<file path="src/hdl/proc_ctrl_defs.svh">
// shared widths and instruction encodings for the pipeline control unit
`ifndef PROC_CTRL_DEFS_SVH
`define PROC_CTRL_DEFS_SVH

// --------------------------------------------------
// widths
`define INST_W        32
`define REG_ADDR_W    5

// major opcodes
`define OPC_OP        7'b0110011
`define OPC_OP_IMM    7'b0010011
`define OPC_LOAD      7'b0000011
`define OPC_BRANCH    7'b1100011
`define OPC_SYSTEM    7'b1110011

// funct3 per kept operation
`define F3_ADD_SUB    3'b000
`define F3_SLL        3'b001
`define F3_SLT        3'b010
`define F3_SLTU       3'b011
`define F3_XOR        3'b100
`define F3_SRL_SRA    3'b101
`define F3_OR         3'b110
`define F3_AND        3'b111
`define F3_ADDI       3'b000
`define F3_LW         3'b010
`define F3_BEQ        3'b000
`define F3_BNE        3'b001
`define F3_CSRRW      3'b001
`define F3_CSRRS      3'b010

// funct7, alt selects sub and sra
`define F7_BASE       7'b0000000
`define F7_ALT        7'b0100000

// manager CSRs
`define CSR_PROC2MNGR 12'h7c0
`define CSR_MNGR2PROC 12'hfc0

// canonical nop, addi x0, x0, 0
`define INST_NOP      32'h00000013

`endif

</file>
<file path="src/hdl/proc_ctrl_pkg.sv">
// control field types shared by the decoder, stage registers and hazard unit
package proc_ctrl_pkg;

  // --------------------------------------------------
  // X stage ALU function
  typedef enum logic [3:0] {
    alu_add  = 4'd0,
    alu_sub  = 4'd1,
    alu_and  = 4'd2,
    alu_or   = 4'd3,
    alu_xor  = 4'd4,
    alu_slt  = 4'd5,
    alu_sltu = 4'd6,
    alu_sra  = 4'd7,
    alu_srl  = 4'd8,
    alu_sll  = 4'd9,
    // pass operand 0 or operand 1 straight through
    alu_cp0  = 4'd10,
    alu_cp1  = 4'd11
  } alu_fn_e;

  // immediate format for the D stage immediate generator
  typedef enum logic [2:0] {
    imm_i = 3'd0,
    imm_b = 3'd2
  } imm_type_e;

  // operand 2 mux
  typedef enum logic [1:0] {
    op2_rf  = 2'd0,
    op2_imm = 2'd1,
    op2_csr = 2'd2
  } op2_sel_e;

  // branch kind, resolved in X
  typedef enum logic [1:0] {
    br_none = 2'd0,
    br_bne  = 2'd1,
    br_beq  = 2'd2
  } br_type_e;

  // data memory request
  typedef enum logic [1:0] {
    mem_none = 2'd0,
    mem_load = 2'd1
  } mem_type_e;

  // writeback mux in M
  typedef enum logic {
    wb_alu = 1'b0,
    wb_mem = 1'b1
  } wb_sel_e;

  // next PC source in F
  typedef enum logic [1:0] {
    pc_plus4  = 2'd0,
    pc_branch = 2'd1
  } pc_sel_e;

endpackage

</file>
<file path="src/hdl/inst_decode.sv">
// D stage instruction decoder
// maps the instruction word onto control fields, purely combinational
`timescale 1ns/1ps
`include "proc_ctrl_defs.svh"

module inst_decode (
  input  logic [`INST_W-1:0]       inst_d,
  output logic                     inst_val,
  output logic                     rs1_en,
  output logic                     rs2_en,
  output logic [`REG_ADDR_W-1:0]   rs1,
  output logic [`REG_ADDR_W-1:0]   rs2,
  output logic [`REG_ADDR_W-1:0]   rd,
  output proc_ctrl_pkg::op2_sel_e  op2_sel_d,
  output proc_ctrl_pkg::imm_type_e imm_type_d,
  output proc_ctrl_pkg::alu_fn_e   alu_fn_d,
  output proc_ctrl_pkg::wb_sel_e   wb_sel_d,
  output proc_ctrl_pkg::mem_type_e mem_type_d,
  output proc_ctrl_pkg::br_type_e  br_type_d,
  output logic                     rf_wen_d,
  output logic                     mngr_rd_d,
  output logic                     mngr_wr_d
);

  logic [6:0]  opcode;
  logic [2:0]  funct3;
  logic [6:0]  funct7;
  logic [11:0] csr;
  logic        wen;

  // --------------------------------------------------
  // instruction fields
  assign opcode = inst_d[6:0];
  assign rd     = inst_d[11:7];
  assign funct3 = inst_d[14:12];
  assign rs1    = inst_d[19:15];
  assign rs2    = inst_d[24:20];
  assign funct7 = inst_d[31:25];
  assign csr    = inst_d[31:20];

  // --------------------------------------------------
  // control table
  always_comb begin
    // defaults describe an illegal encoding, nothing enabled
    inst_val   = 1'b0;
    rs1_en     = 1'b0;
    rs2_en     = 1'b0;
    op2_sel_d  = proc_ctrl_pkg::op2_rf;
    imm_type_d = proc_ctrl_pkg::imm_i;
    alu_fn_d   = proc_ctrl_pkg::alu_add;
    wb_sel_d   = proc_ctrl_pkg::wb_alu;
    mem_type_d = proc_ctrl_pkg::mem_none;
    br_type_d  = proc_ctrl_pkg::br_none;
    wen        = 1'b0;
    mngr_rd_d  = 1'b0;
    mngr_wr_d  = 1'b0;
    case (opcode)
      `OPC_OP: begin
        // reg-reg, funct7 splits add/sub and srl/sra
        inst_val = 1'b1;
        case ({funct7, funct3})
          {`F7_BASE, `F3_ADD_SUB}: alu_fn_d = proc_ctrl_pkg::alu_add;
          {`F7_ALT,  `F3_ADD_SUB}: alu_fn_d = proc_ctrl_pkg::alu_sub;
          {`F7_BASE, `F3_AND}:     alu_fn_d = proc_ctrl_pkg::alu_and;
          {`F7_BASE, `F3_OR}:      alu_fn_d = proc_ctrl_pkg::alu_or;
          {`F7_BASE, `F3_XOR}:     alu_fn_d = proc_ctrl_pkg::alu_xor;
          {`F7_BASE, `F3_SLT}:     alu_fn_d = proc_ctrl_pkg::alu_slt;
          {`F7_BASE, `F3_SLTU}:    alu_fn_d = proc_ctrl_pkg::alu_sltu;
          {`F7_ALT,  `F3_SRL_SRA}: alu_fn_d = proc_ctrl_pkg::alu_sra;
          {`F7_BASE, `F3_SRL_SRA}: alu_fn_d = proc_ctrl_pkg::alu_srl;
          {`F7_BASE, `F3_SLL}:     alu_fn_d = proc_ctrl_pkg::alu_sll;
          default:                 inst_val = 1'b0;
        endcase
        rs1_en = inst_val;
        rs2_en = inst_val;
        wen    = inst_val;
      end
      `OPC_OP_IMM: begin
        if (inst_d == `INST_NOP) begin
          // nop reads and writes nothing
          inst_val = 1'b1;
        end else if (funct3 == `F3_ADDI) begin
          inst_val  = 1'b1;
          rs1_en    = 1'b1;
          op2_sel_d = proc_ctrl_pkg::op2_imm;
          wen       = 1'b1;
        end
      end
      `OPC_LOAD: begin
        if (funct3 == `F3_LW) begin
          inst_val   = 1'b1;
          rs1_en     = 1'b1;
          op2_sel_d  = proc_ctrl_pkg::op2_imm;
          mem_type_d = proc_ctrl_pkg::mem_load;
          wb_sel_d   = proc_ctrl_pkg::wb_mem;
          wen        = 1'b1;
        end
      end
      `OPC_BRANCH: begin
        // comparison happens in the datapath, we only tag the kind
        inst_val   = (funct3 == `F3_BNE) || (funct3 == `F3_BEQ);
        rs1_en     = inst_val;
        rs2_en     = inst_val;
        imm_type_d = proc_ctrl_pkg::imm_b;
        if (funct3 == `F3_BNE) begin
          br_type_d = proc_ctrl_pkg::br_bne;
        end else if (funct3 == `F3_BEQ) begin
          br_type_d = proc_ctrl_pkg::br_beq;
        end
      end
      `OPC_SYSTEM: begin
        if (funct3 == `F3_CSRRS && csr == `CSR_MNGR2PROC) begin
          // csrr, manager data enters through operand 2
          inst_val  = 1'b1;
          op2_sel_d = proc_ctrl_pkg::op2_csr;
          alu_fn_d  = proc_ctrl_pkg::alu_cp1;
          wen       = 1'b1;
          mngr_rd_d = 1'b1;
        end else if (funct3 == `F3_CSRRW && csr == `CSR_PROC2MNGR) begin
          // csrw, rs1 goes out to the manager in W
          inst_val  = 1'b1;
          rs1_en    = 1'b1;
          alu_fn_d  = proc_ctrl_pkg::alu_cp0;
          mngr_wr_d = 1'b1;
        end
      end
      default: inst_val = 1'b0;
    endcase
  end

  // x0 is never written
  assign rf_wen_d = wen && (rd != '0);

endmodule

</file>
<file path="src/hdl/stage_regs.sv">
// pipeline state for F through W
// valid bits plus the control fields each stage still needs
`timescale 1ns/1ps
`include "proc_ctrl_defs.svh"

module stage_regs (
  input  logic                     clk,
  input  logic                     reset,
  input  logic                     stall_f,
  input  logic                     stall_d,
  input  logic                     stall_x,
  input  logic                     stall_m,
  input  logic                     stall_w,
  input  logic                     squash_f,
  input  logic                     squash_d,
  input  logic                     inst_val,
  input  logic                     rf_wen_d,
  input  logic [`REG_ADDR_W-1:0]   rd,
  input  proc_ctrl_pkg::mem_type_e mem_type_d,
  input  proc_ctrl_pkg::wb_sel_e   wb_sel_d,
  input  proc_ctrl_pkg::br_type_e  br_type_d,
  input  proc_ctrl_pkg::alu_fn_e   alu_fn_d,
  input  logic                     mngr_wr_d,
  output logic                     val_f,
  output logic                     val_d,
  output logic                     val_x,
  output logic                     val_m,
  output logic                     val_w,
  output proc_ctrl_pkg::alu_fn_e   alu_fn_x,
  output proc_ctrl_pkg::br_type_e  br_type_x,
  output proc_ctrl_pkg::mem_type_e mem_type_x,
  output proc_ctrl_pkg::mem_type_e mem_type_m,
  output proc_ctrl_pkg::wb_sel_e   wb_sel_m,
  output logic                     rf_wen_x,
  output logic                     rf_wen_m,
  output logic                     rf_wen_w,
  output logic [`REG_ADDR_W-1:0]   rf_waddr_x,
  output logic [`REG_ADDR_W-1:0]   rf_waddr_m,
  output logic [`REG_ADDR_W-1:0]   rf_waddr_w,
  output logic                     proc2mngr_w
);

  logic                   en_f;
  logic                   en_d;
  logic                   en_x;
  logic                   en_m;
  logic                   en_w;
  logic                   next_val_f;
  logic                   next_val_d;
  logic                   next_val_x;
  logic                   next_val_m;
  proc_ctrl_pkg::wb_sel_e wb_sel_x;
  logic                   proc2mngr_x;
  logic                   proc2mngr_m;
  logic                   rf_wen_pend_w;

  // --------------------------------------------------
  // stage enables, a squash overrides a stall in F and D
  assign en_f = !stall_f || squash_f;
  assign en_d = !stall_d || squash_d;
  assign en_x = !stall_x;
  assign en_m = !stall_m;
  assign en_w = !stall_w;

  // a stalled or squashed stage sends a bubble forward
  assign next_val_f = val_f && !stall_f && !squash_f;
  // illegal encodings die in D
  assign next_val_d = val_d && !stall_d && !squash_d && inst_val;
  assign next_val_x = val_x && !stall_x;
  assign next_val_m = val_m && !stall_m;

  // --------------------------------------------------
  // valid bits
  always_ff @(posedge clk) begin
    if (reset) begin
      val_f <= 1'b0;
      val_d <= 1'b0;
      val_x <= 1'b0;
      val_m <= 1'b0;
      val_w <= 1'b0;
    end else begin
      if (en_f) val_f <= 1'b1;
      if (en_d) val_d <= next_val_f;
      if (en_x) val_x <= next_val_d;
      if (en_m) val_m <= next_val_x;
      if (en_w) val_w <= next_val_m;
    end
  end

  // --------------------------------------------------
  // carried fields, only meaningful while the valid bit is set
  always_ff @(posedge clk) begin
    if (en_x) begin
      alu_fn_x    <= alu_fn_d;
      br_type_x   <= br_type_d;
      mem_type_x  <= mem_type_d;
      wb_sel_x    <= wb_sel_d;
      rf_wen_x    <= rf_wen_d;
      rf_waddr_x  <= rd;
      proc2mngr_x <= mngr_wr_d;
    end
    if (en_m) begin
      mem_type_m  <= mem_type_x;
      wb_sel_m    <= wb_sel_x;
      rf_wen_m    <= rf_wen_x;
      rf_waddr_m  <= rf_waddr_x;
      proc2mngr_m <= proc2mngr_x;
    end
    if (en_w) begin
      rf_wen_pend_w <= rf_wen_m;
      rf_waddr_w    <= rf_waddr_m;
      proc2mngr_w   <= proc2mngr_m;
    end
  end

  // register file write only for a live W instruction
  assign rf_wen_w = val_w && rf_wen_pend_w;

endmodule

</file>
<file path="src/hdl/hazard_unit.sv">
// stall, squash and branch redirect logic
// also drives every memory and manager strobe
`timescale 1ns/1ps
`include "proc_ctrl_defs.svh"

module hazard_unit (
  input  logic                     reset,
  input  logic                     val_f,
  input  logic                     val_d,
  input  logic                     val_x,
  input  logic                     val_m,
  input  logic                     val_w,
  input  proc_ctrl_pkg::br_type_e  br_type_x,
  input  proc_ctrl_pkg::mem_type_e mem_type_x,
  input  proc_ctrl_pkg::mem_type_e mem_type_m,
  input  logic                     rf_wen_x,
  input  logic                     rf_wen_m,
  input  logic                     rf_wen_w,
  input  logic [`REG_ADDR_W-1:0]   rf_waddr_x,
  input  logic [`REG_ADDR_W-1:0]   rf_waddr_m,
  input  logic [`REG_ADDR_W-1:0]   rf_waddr_w,
  input  logic                     proc2mngr_w,
  input  logic                     rs1_en,
  input  logic                     rs2_en,
  input  logic [`REG_ADDR_W-1:0]   rs1,
  input  logic [`REG_ADDR_W-1:0]   rs2,
  input  logic                     mngr_rd_d,
  input  logic                     br_cond_eq_x,
  input  logic                     imem_respstream_val,
  input  logic                     dmem_reqstream_rdy,
  input  logic                     dmem_respstream_val,
  input  logic                     mngr2proc_val,
  input  logic                     proc2mngr_rdy,
  output logic                     stall_f,
  output logic                     stall_d,
  output logic                     stall_x,
  output logic                     stall_m,
  output logic                     stall_w,
  output logic                     squash_f,
  output logic                     squash_d,
  output logic                     reg_en_f,
  output logic                     reg_en_d,
  output logic                     reg_en_x,
  output logic                     reg_en_m,
  output logic                     reg_en_w,
  output proc_ctrl_pkg::pc_sel_e   pc_sel_f,
  output logic                     imem_reqstream_val,
  output logic                     imem_respstream_rdy,
  output logic                     imem_respstream_drop,
  output logic                     dmem_reqstream_val,
  output logic                     dmem_respstream_rdy,
  output logic                     mngr2proc_rdy,
  output logic                     proc2mngr_val,
  output logic                     commit_inst
);

  logic ostall_f, ostall_d, ostall_x, ostall_m, ostall_w;
  logic hold_f, hold_d, hold_x, hold_m;
  logic wr_x, wr_m, wr_w;
  logic raw_rs1, raw_rs2;
  logic load_x, load_m;
  logic br_taken_x, osquash_x;

  // --------------------------------------------------
  // RAW against every older writer, no bypass paths exist
  assign wr_x = val_x && rf_wen_x;
  assign wr_m = val_m && rf_wen_m;
  assign wr_w = val_w && rf_wen_w;
  assign raw_rs1 = rs1_en && (rs1 != '0) &&
    ((wr_x && rs1 == rf_waddr_x) || (wr_m && rs1 == rf_waddr_m) || (wr_w && rs1 == rf_waddr_w));
  assign raw_rs2 = rs2_en && (rs2 != '0) &&
    ((wr_x && rs2 == rf_waddr_x) || (wr_m && rs2 == rf_waddr_m) || (wr_w && rs2 == rf_waddr_w));

  assign load_x = val_x && (mem_type_x == proc_ctrl_pkg::mem_load);
  assign load_m = val_m && (mem_type_m == proc_ctrl_pkg::mem_load);

  // stall origins per stage
  assign ostall_f = val_f && !imem_respstream_val;
  assign ostall_d = val_d && ((mngr_rd_d && !mngr2proc_val) || raw_rs1 || raw_rs2);
  assign ostall_x = load_x && !dmem_reqstream_rdy;
  assign ostall_m = load_m && !dmem_respstream_val;
  assign ostall_w = val_w && proc2mngr_w && !proc2mngr_rdy;

  // a stall holds its own stage and everything behind it
  assign hold_m  = ostall_m || ostall_w;
  assign hold_x  = ostall_x || hold_m;
  assign hold_d  = ostall_d || hold_x;
  assign hold_f  = ostall_f || hold_d;
  assign stall_w = val_w && ostall_w;
  assign stall_m = val_m && hold_m;
  assign stall_x = val_x && hold_x;
  assign stall_d = val_d && hold_d;
  assign stall_f = val_f && hold_f;

  // --------------------------------------------------
  // branch resolution in X, each kind checked exactly once
  assign br_taken_x = val_x &&
    ((br_type_x == proc_ctrl_pkg::br_bne && !br_cond_eq_x) ||
     (br_type_x == proc_ctrl_pkg::br_beq &&  br_cond_eq_x));
  // squash only once, when the branch actually leaves X
  assign osquash_x = br_taken_x && !stall_x;
  assign squash_f  = val_f && osquash_x;
  assign squash_d  = val_d && osquash_x;
  assign pc_sel_f  = osquash_x ? proc_ctrl_pkg::pc_branch : proc_ctrl_pkg::pc_plus4;

  assign reg_en_f = !stall_f || squash_f;
  assign reg_en_d = !stall_d || squash_d;
  assign reg_en_x = !stall_x;
  assign reg_en_m = !stall_m;
  assign reg_en_w = !stall_w;

  // --------------------------------------------------
  // external strobes
  // fetch request goes out ahead of F, held off while in reset
  assign imem_reqstream_val   = reg_en_f && !reset;
  assign imem_respstream_rdy  = reg_en_f;
  assign imem_respstream_drop = squash_f;
  assign dmem_reqstream_val   = load_x && !stall_x;
  assign dmem_respstream_rdy  = load_m && !stall_m;
  // a squashed csrr must not consume manager data
  assign mngr2proc_rdy        = val_d && mngr_rd_d && !stall_d && !squash_d;
  assign proc2mngr_val        = val_w && proc2mngr_w && !stall_w;
  assign commit_inst          = val_w && !stall_w;

endmodule

</file>
<file path="src/hdl/proc_ctrl.sv">
// control unit of the five-stage pipeline
// decoder and stage registers side by side, joined by the hazard unit
`timescale 1ns/1ps
`include "proc_ctrl_defs.svh"

module proc_ctrl (
  input  logic                     clk,
  input  logic                     reset,
  input  logic [`INST_W-1:0]       inst_d,
  input  logic                     br_cond_eq_x,
  input  logic                     imem_respstream_val,
  input  logic                     dmem_reqstream_rdy,
  input  logic                     dmem_respstream_val,
  input  logic                     mngr2proc_val,
  input  logic                     proc2mngr_rdy,
  output logic                     imem_reqstream_val,
  output logic                     imem_respstream_rdy,
  output logic                     imem_respstream_drop,
  output logic                     dmem_reqstream_val,
  output logic                     dmem_respstream_rdy,
  output logic                     mngr2proc_rdy,
  output logic                     proc2mngr_val,
  output logic                     reg_en_f,
  output logic                     reg_en_d,
  output logic                     reg_en_x,
  output logic                     reg_en_m,
  output logic                     reg_en_w,
  output proc_ctrl_pkg::pc_sel_e   pc_sel_f,
  output proc_ctrl_pkg::op2_sel_e  op2_sel_d,
  output proc_ctrl_pkg::imm_type_e imm_type_d,
  output proc_ctrl_pkg::alu_fn_e   alu_fn_x,
  output proc_ctrl_pkg::wb_sel_e   wb_sel_m,
  output logic [`REG_ADDR_W-1:0]   rf_waddr_w,
  output logic                     rf_wen_w,
  output logic                     commit_inst
);

  // --------------------------------------------------
  // decoder to hazard unit and stage registers
  logic                     inst_val;
  logic                     rs1_en;
  logic                     rs2_en;
  logic [`REG_ADDR_W-1:0]   rs1;
  logic [`REG_ADDR_W-1:0]   rs2;
  logic [`REG_ADDR_W-1:0]   rd;
  proc_ctrl_pkg::alu_fn_e   alu_fn_d;
  proc_ctrl_pkg::wb_sel_e   wb_sel_d;
  proc_ctrl_pkg::mem_type_e mem_type_d;
  proc_ctrl_pkg::br_type_e  br_type_d;
  logic                     rf_wen_d;
  logic                     mngr_rd_d;
  logic                     mngr_wr_d;

  // hazard unit back to stage registers
  logic stall_f, stall_d, stall_x, stall_m, stall_w;
  logic squash_f, squash_d;

  // stage registers to hazard unit
  logic                     val_f, val_d, val_x, val_m, val_w;
  proc_ctrl_pkg::br_type_e  br_type_x;
  proc_ctrl_pkg::mem_type_e mem_type_x;
  proc_ctrl_pkg::mem_type_e mem_type_m;
  logic                     rf_wen_x;
  logic                     rf_wen_m;
  logic [`REG_ADDR_W-1:0]   rf_waddr_x;
  logic [`REG_ADDR_W-1:0]   rf_waddr_m;
  logic                     proc2mngr_w;

  // --------------------------------------------------
  // port names line up across the three units
  inst_decode i_decode (.*);

  stage_regs i_stage_regs (.*);

  hazard_unit i_hazard (.*);

endmodule

</file>
<file path="config.mk">
export PLATFORM = sky130hd
export DESIGN_NAME = proc_ctrl
export DESIGN_NICKNAME = d
export VERILOG_FILES = /design/src/hdl/proc_ctrl_pkg.sv /design/src/hdl/inst_decode.sv /design/src/hdl/stage_regs.sv /design/src/hdl/hazard_unit.sv /design/src/hdl/proc_ctrl.sv
export VERILOG_INCLUDE_DIRS = /design/src /design/src/hdl
export SDC_FILE = /design/constraint.sdc
export NUM_CORES = 1
export LEC_CHECK = 0
export BUFFER_PORTS_ARGS = -buffer_cell sky130_fd_sc_hd__buf_2
export CORE_ASPECT_RATIO = 1.75
export CORE_MARGIN = 4
export CORE_UTILIZATION = 30
export DETAILED_ROUTE_END_ITERATION = 6
export SLEW_MARGIN = 20
export SYNTH_ARGS = -nofsm -noshare
export SYNTH_HDL_FRONTEND = slang
export SYNTH_SLANG_ARGS = --single-unit
</file>
<file path="constraint.sdc">
create_clock -name clk -period 2.6 [get_ports clk]
set_clock_uncertainty 0.05 [all_clocks]
set_input_delay 0.13 -clock clk [delete_from_list [all_inputs] [get_ports clk]]
set_output_delay 0.13 -clock clk [all_outputs]
set_load 0.01 [all_outputs]
</file>
==> metrics <==
status=finished, final reports clean; met2 WL=approximately 3300 um; CP endpoint kind=primary output; most frequent cells in the layout=67 x buf_2, 29 x edfxtp_1, 18 x xor2_1; synthesized instance count=223; I/O Pins=71; WS Path Type=input port to primary output; via-per-instance ratio=5.10; Setup violations, final=0; Worst Tran Pin Value=0.666 ns; DRC Markers=0; CTS tree=yes; first-pass GRT wire length=9270 um; n_diodes=0; final core occ=38.9%; vias in the first global route=between 2000 and 2500; nets=335; Core ar.=just over 7000 sq um; Max FO, Critical Path=4; Max Root-Sink Buffers=2; TritonCTS Buffers=5; Startpoint Class=input port; number of synthesized flops with an enable pin=29; H-tree depth=2; WP data arrival=2.27 ns; RSZ-0062 raised after global routing=no; Post-Layout Cell Count=about 380; Final Max Tran Viols=0; routed wl met3=316 um; Congestion Overflow GR=0; area grow syn2layout=26.8%; FF+latch count, synth=34; library cells used by synthesis=47; clk root buf=clkbuf_16; Final Hold Slack=0.0102 ns; Post-Route M1 WL=slightly above 2000 um; Die Y=121 um; Final Wtd Congestion=0.867; final hold violation count=0; Pleak=1.14 nW; Seq/Total Area, Yosys=44.1%; max-cap violations=0; largest net degree at the start of global routing=17; Routed WL per cell=about 15 um; Async SR Flop Fraction=0%; Avg Cell Area, Syn=9.87 sq um; initial antenna violation count=0; Initial DRC Count=a little over 80; most common cell after layout, fill and taps aside=buf_2; synth warn=0; WL final=5870 um; total number of vias=1950; CTS sink cnt=34; dpl hpwl=4850 um; crit share post-route=94.2%; # port buffers=67; worst skew pair latency=about 0.27 ns; initial core utilization=30.7%; num rows=41; drt pass-1 iters=4; post-synthesis cell area=2200 sq um; share of cells above drive strength 1=29.4%; PwrDens=around 470 nW/um^2; setup_tns=0 ns; die footprint=just under 9000 sq um; Worst-path clk slew=0.05 ns; Placed Cells=371; Die Wd=72.8 um; uppermost layer routed=met4; Max Freq=408 MHz; predominant post-synthesis flop cell=edfxtp_1; Hold Crit Class=input port to register; Worst Path Required=2.42 ns; post-route ant nets=0; worst vdd ir=201 uV; worst rel slew slack=a little under three fifths; minimum clock period=2.45 ns; GR Util All Layers=13.8%
## metal layers
metal	up-vias	GRT usage (%)
li1	960	-
met5	-	0
met3	19	2.24
met1	901	13.3
met2	70	26.3
met4	0	7.74
## logic make-up after synthesis
| family | synth area share [%] |
|---|---|
| multiplexers | 0.511 |
| XOR/XNOR | 12.7 |
| flip-flops | 44.1 |
| AO/OA/AOI/OAI | 9.77 |
| AND/OR/NAND/NOR | 29.0 |
| buffers and inverters | 3.75 |
| other | 0.170 |
## final timing paths
kind	start	endpoint	slack [ns]	cells after the start
worst min-delay path	inst_d[9]	i_stage_regs.rf_waddr_x[2]	0.01	1
worst min register to register	i_stage_regs.proc2mngr_m	i_stage_regs.proc2mngr_w	0.37	0
worst max register to register	i_stage_regs.val_x	i_stage_regs.rf_waddr_x[2]	0.69	3
worst max-delay path	inst_d[20]	mngr2proc_rdy	0.15	7
## cell usage after synthesis (all sizes together) (7+ instances only)
library cell,n,area share [%]
nand3b,7,2.4
inv,7,1.2
nand2b,7,2.0
xnor2,14,5.6
edfxtp,29,40
nor4,9,3.2
nor2,15,2.6
nand3,12,3.5
a21oi,7,1.6
nand2,17,2.9
nand4,7,2.0
xor2,18,7.2
o21ai,7,1.6
## worst max-delay path, stage by stage
cell	delay [ns]
buf_2	0.14
or4_1	0.55
or2_2	0.36
or3_1	0.44
or2_1	0.29
nor3_1	0.20
buf_2	0.16
## state kept, by name, indices dropped and copies added (netlist names)
signal / count
i_stage_regs.proc2mngr_m: 1
i_stage_regs.rf_waddr_m: 5
i_stage_regs.mem_type_x: 1
i_stage_regs.rf_wen_m: 1
i_stage_regs.proc2mngr_x: 1
i_stage_regs.alu_fn_x: 4
i_stage_regs.val_f: 1
i_stage_regs.val_m: 1
i_stage_regs.proc2mngr_w: 1
i_stage_regs.rf_wen_pend_w: 1
i_stage_regs.val_w: 1
i_stage_regs.mem_type_m: 1
i_stage_regs.rf_waddr_w: 5
i_stage_regs.rf_wen_x: 1
i_stage_regs.val_x: 1
i_stage_regs.rf_waddr_x: 5
i_stage_regs.br_type_x: 2
i_stage_regs.val_d: 1
## cell type report
type | count | area, sq um
clock inverter | 2 | 8.76
clock buffer | 6 | 129
fill | 758 | 4390
tap | 86 | 108
timing repair buffer | 73 | 388
sequential | 34 | 971
multi-input combinational | 174 | 1160
inverter | 7 | 26.3
## what timing repair did
item | in CTS | in global routing
endpoints found under the setup margin | 0 | 3
resized for setup | 0 | 1
setup buffers | 0 | 0
hold endpoints to repair | 3 | 0
hold buffers | 3 | 0
## power by group
group,switching [W],internal [W]
clock network,0.000198,0.000349
registers,0.0000160,0.000603
logic,0.0000834,0.0000736
## per-stage QoR
stage | instance area, sq um | total power (W) | setup WS, ns
finish | 2790 | 0.00132 | 0.150
global route | 2790 | 0.00137 | 0.0197
CTS | 2790 | 0.00134 | 0.105
detailed placement | 2620 | 0.000782 | 0.105
global placement | 2620 | 0.000779 | 0.125
floorplan | 2210 | 0.000712 | 0.210
Power figures use the tool's default switching activity.
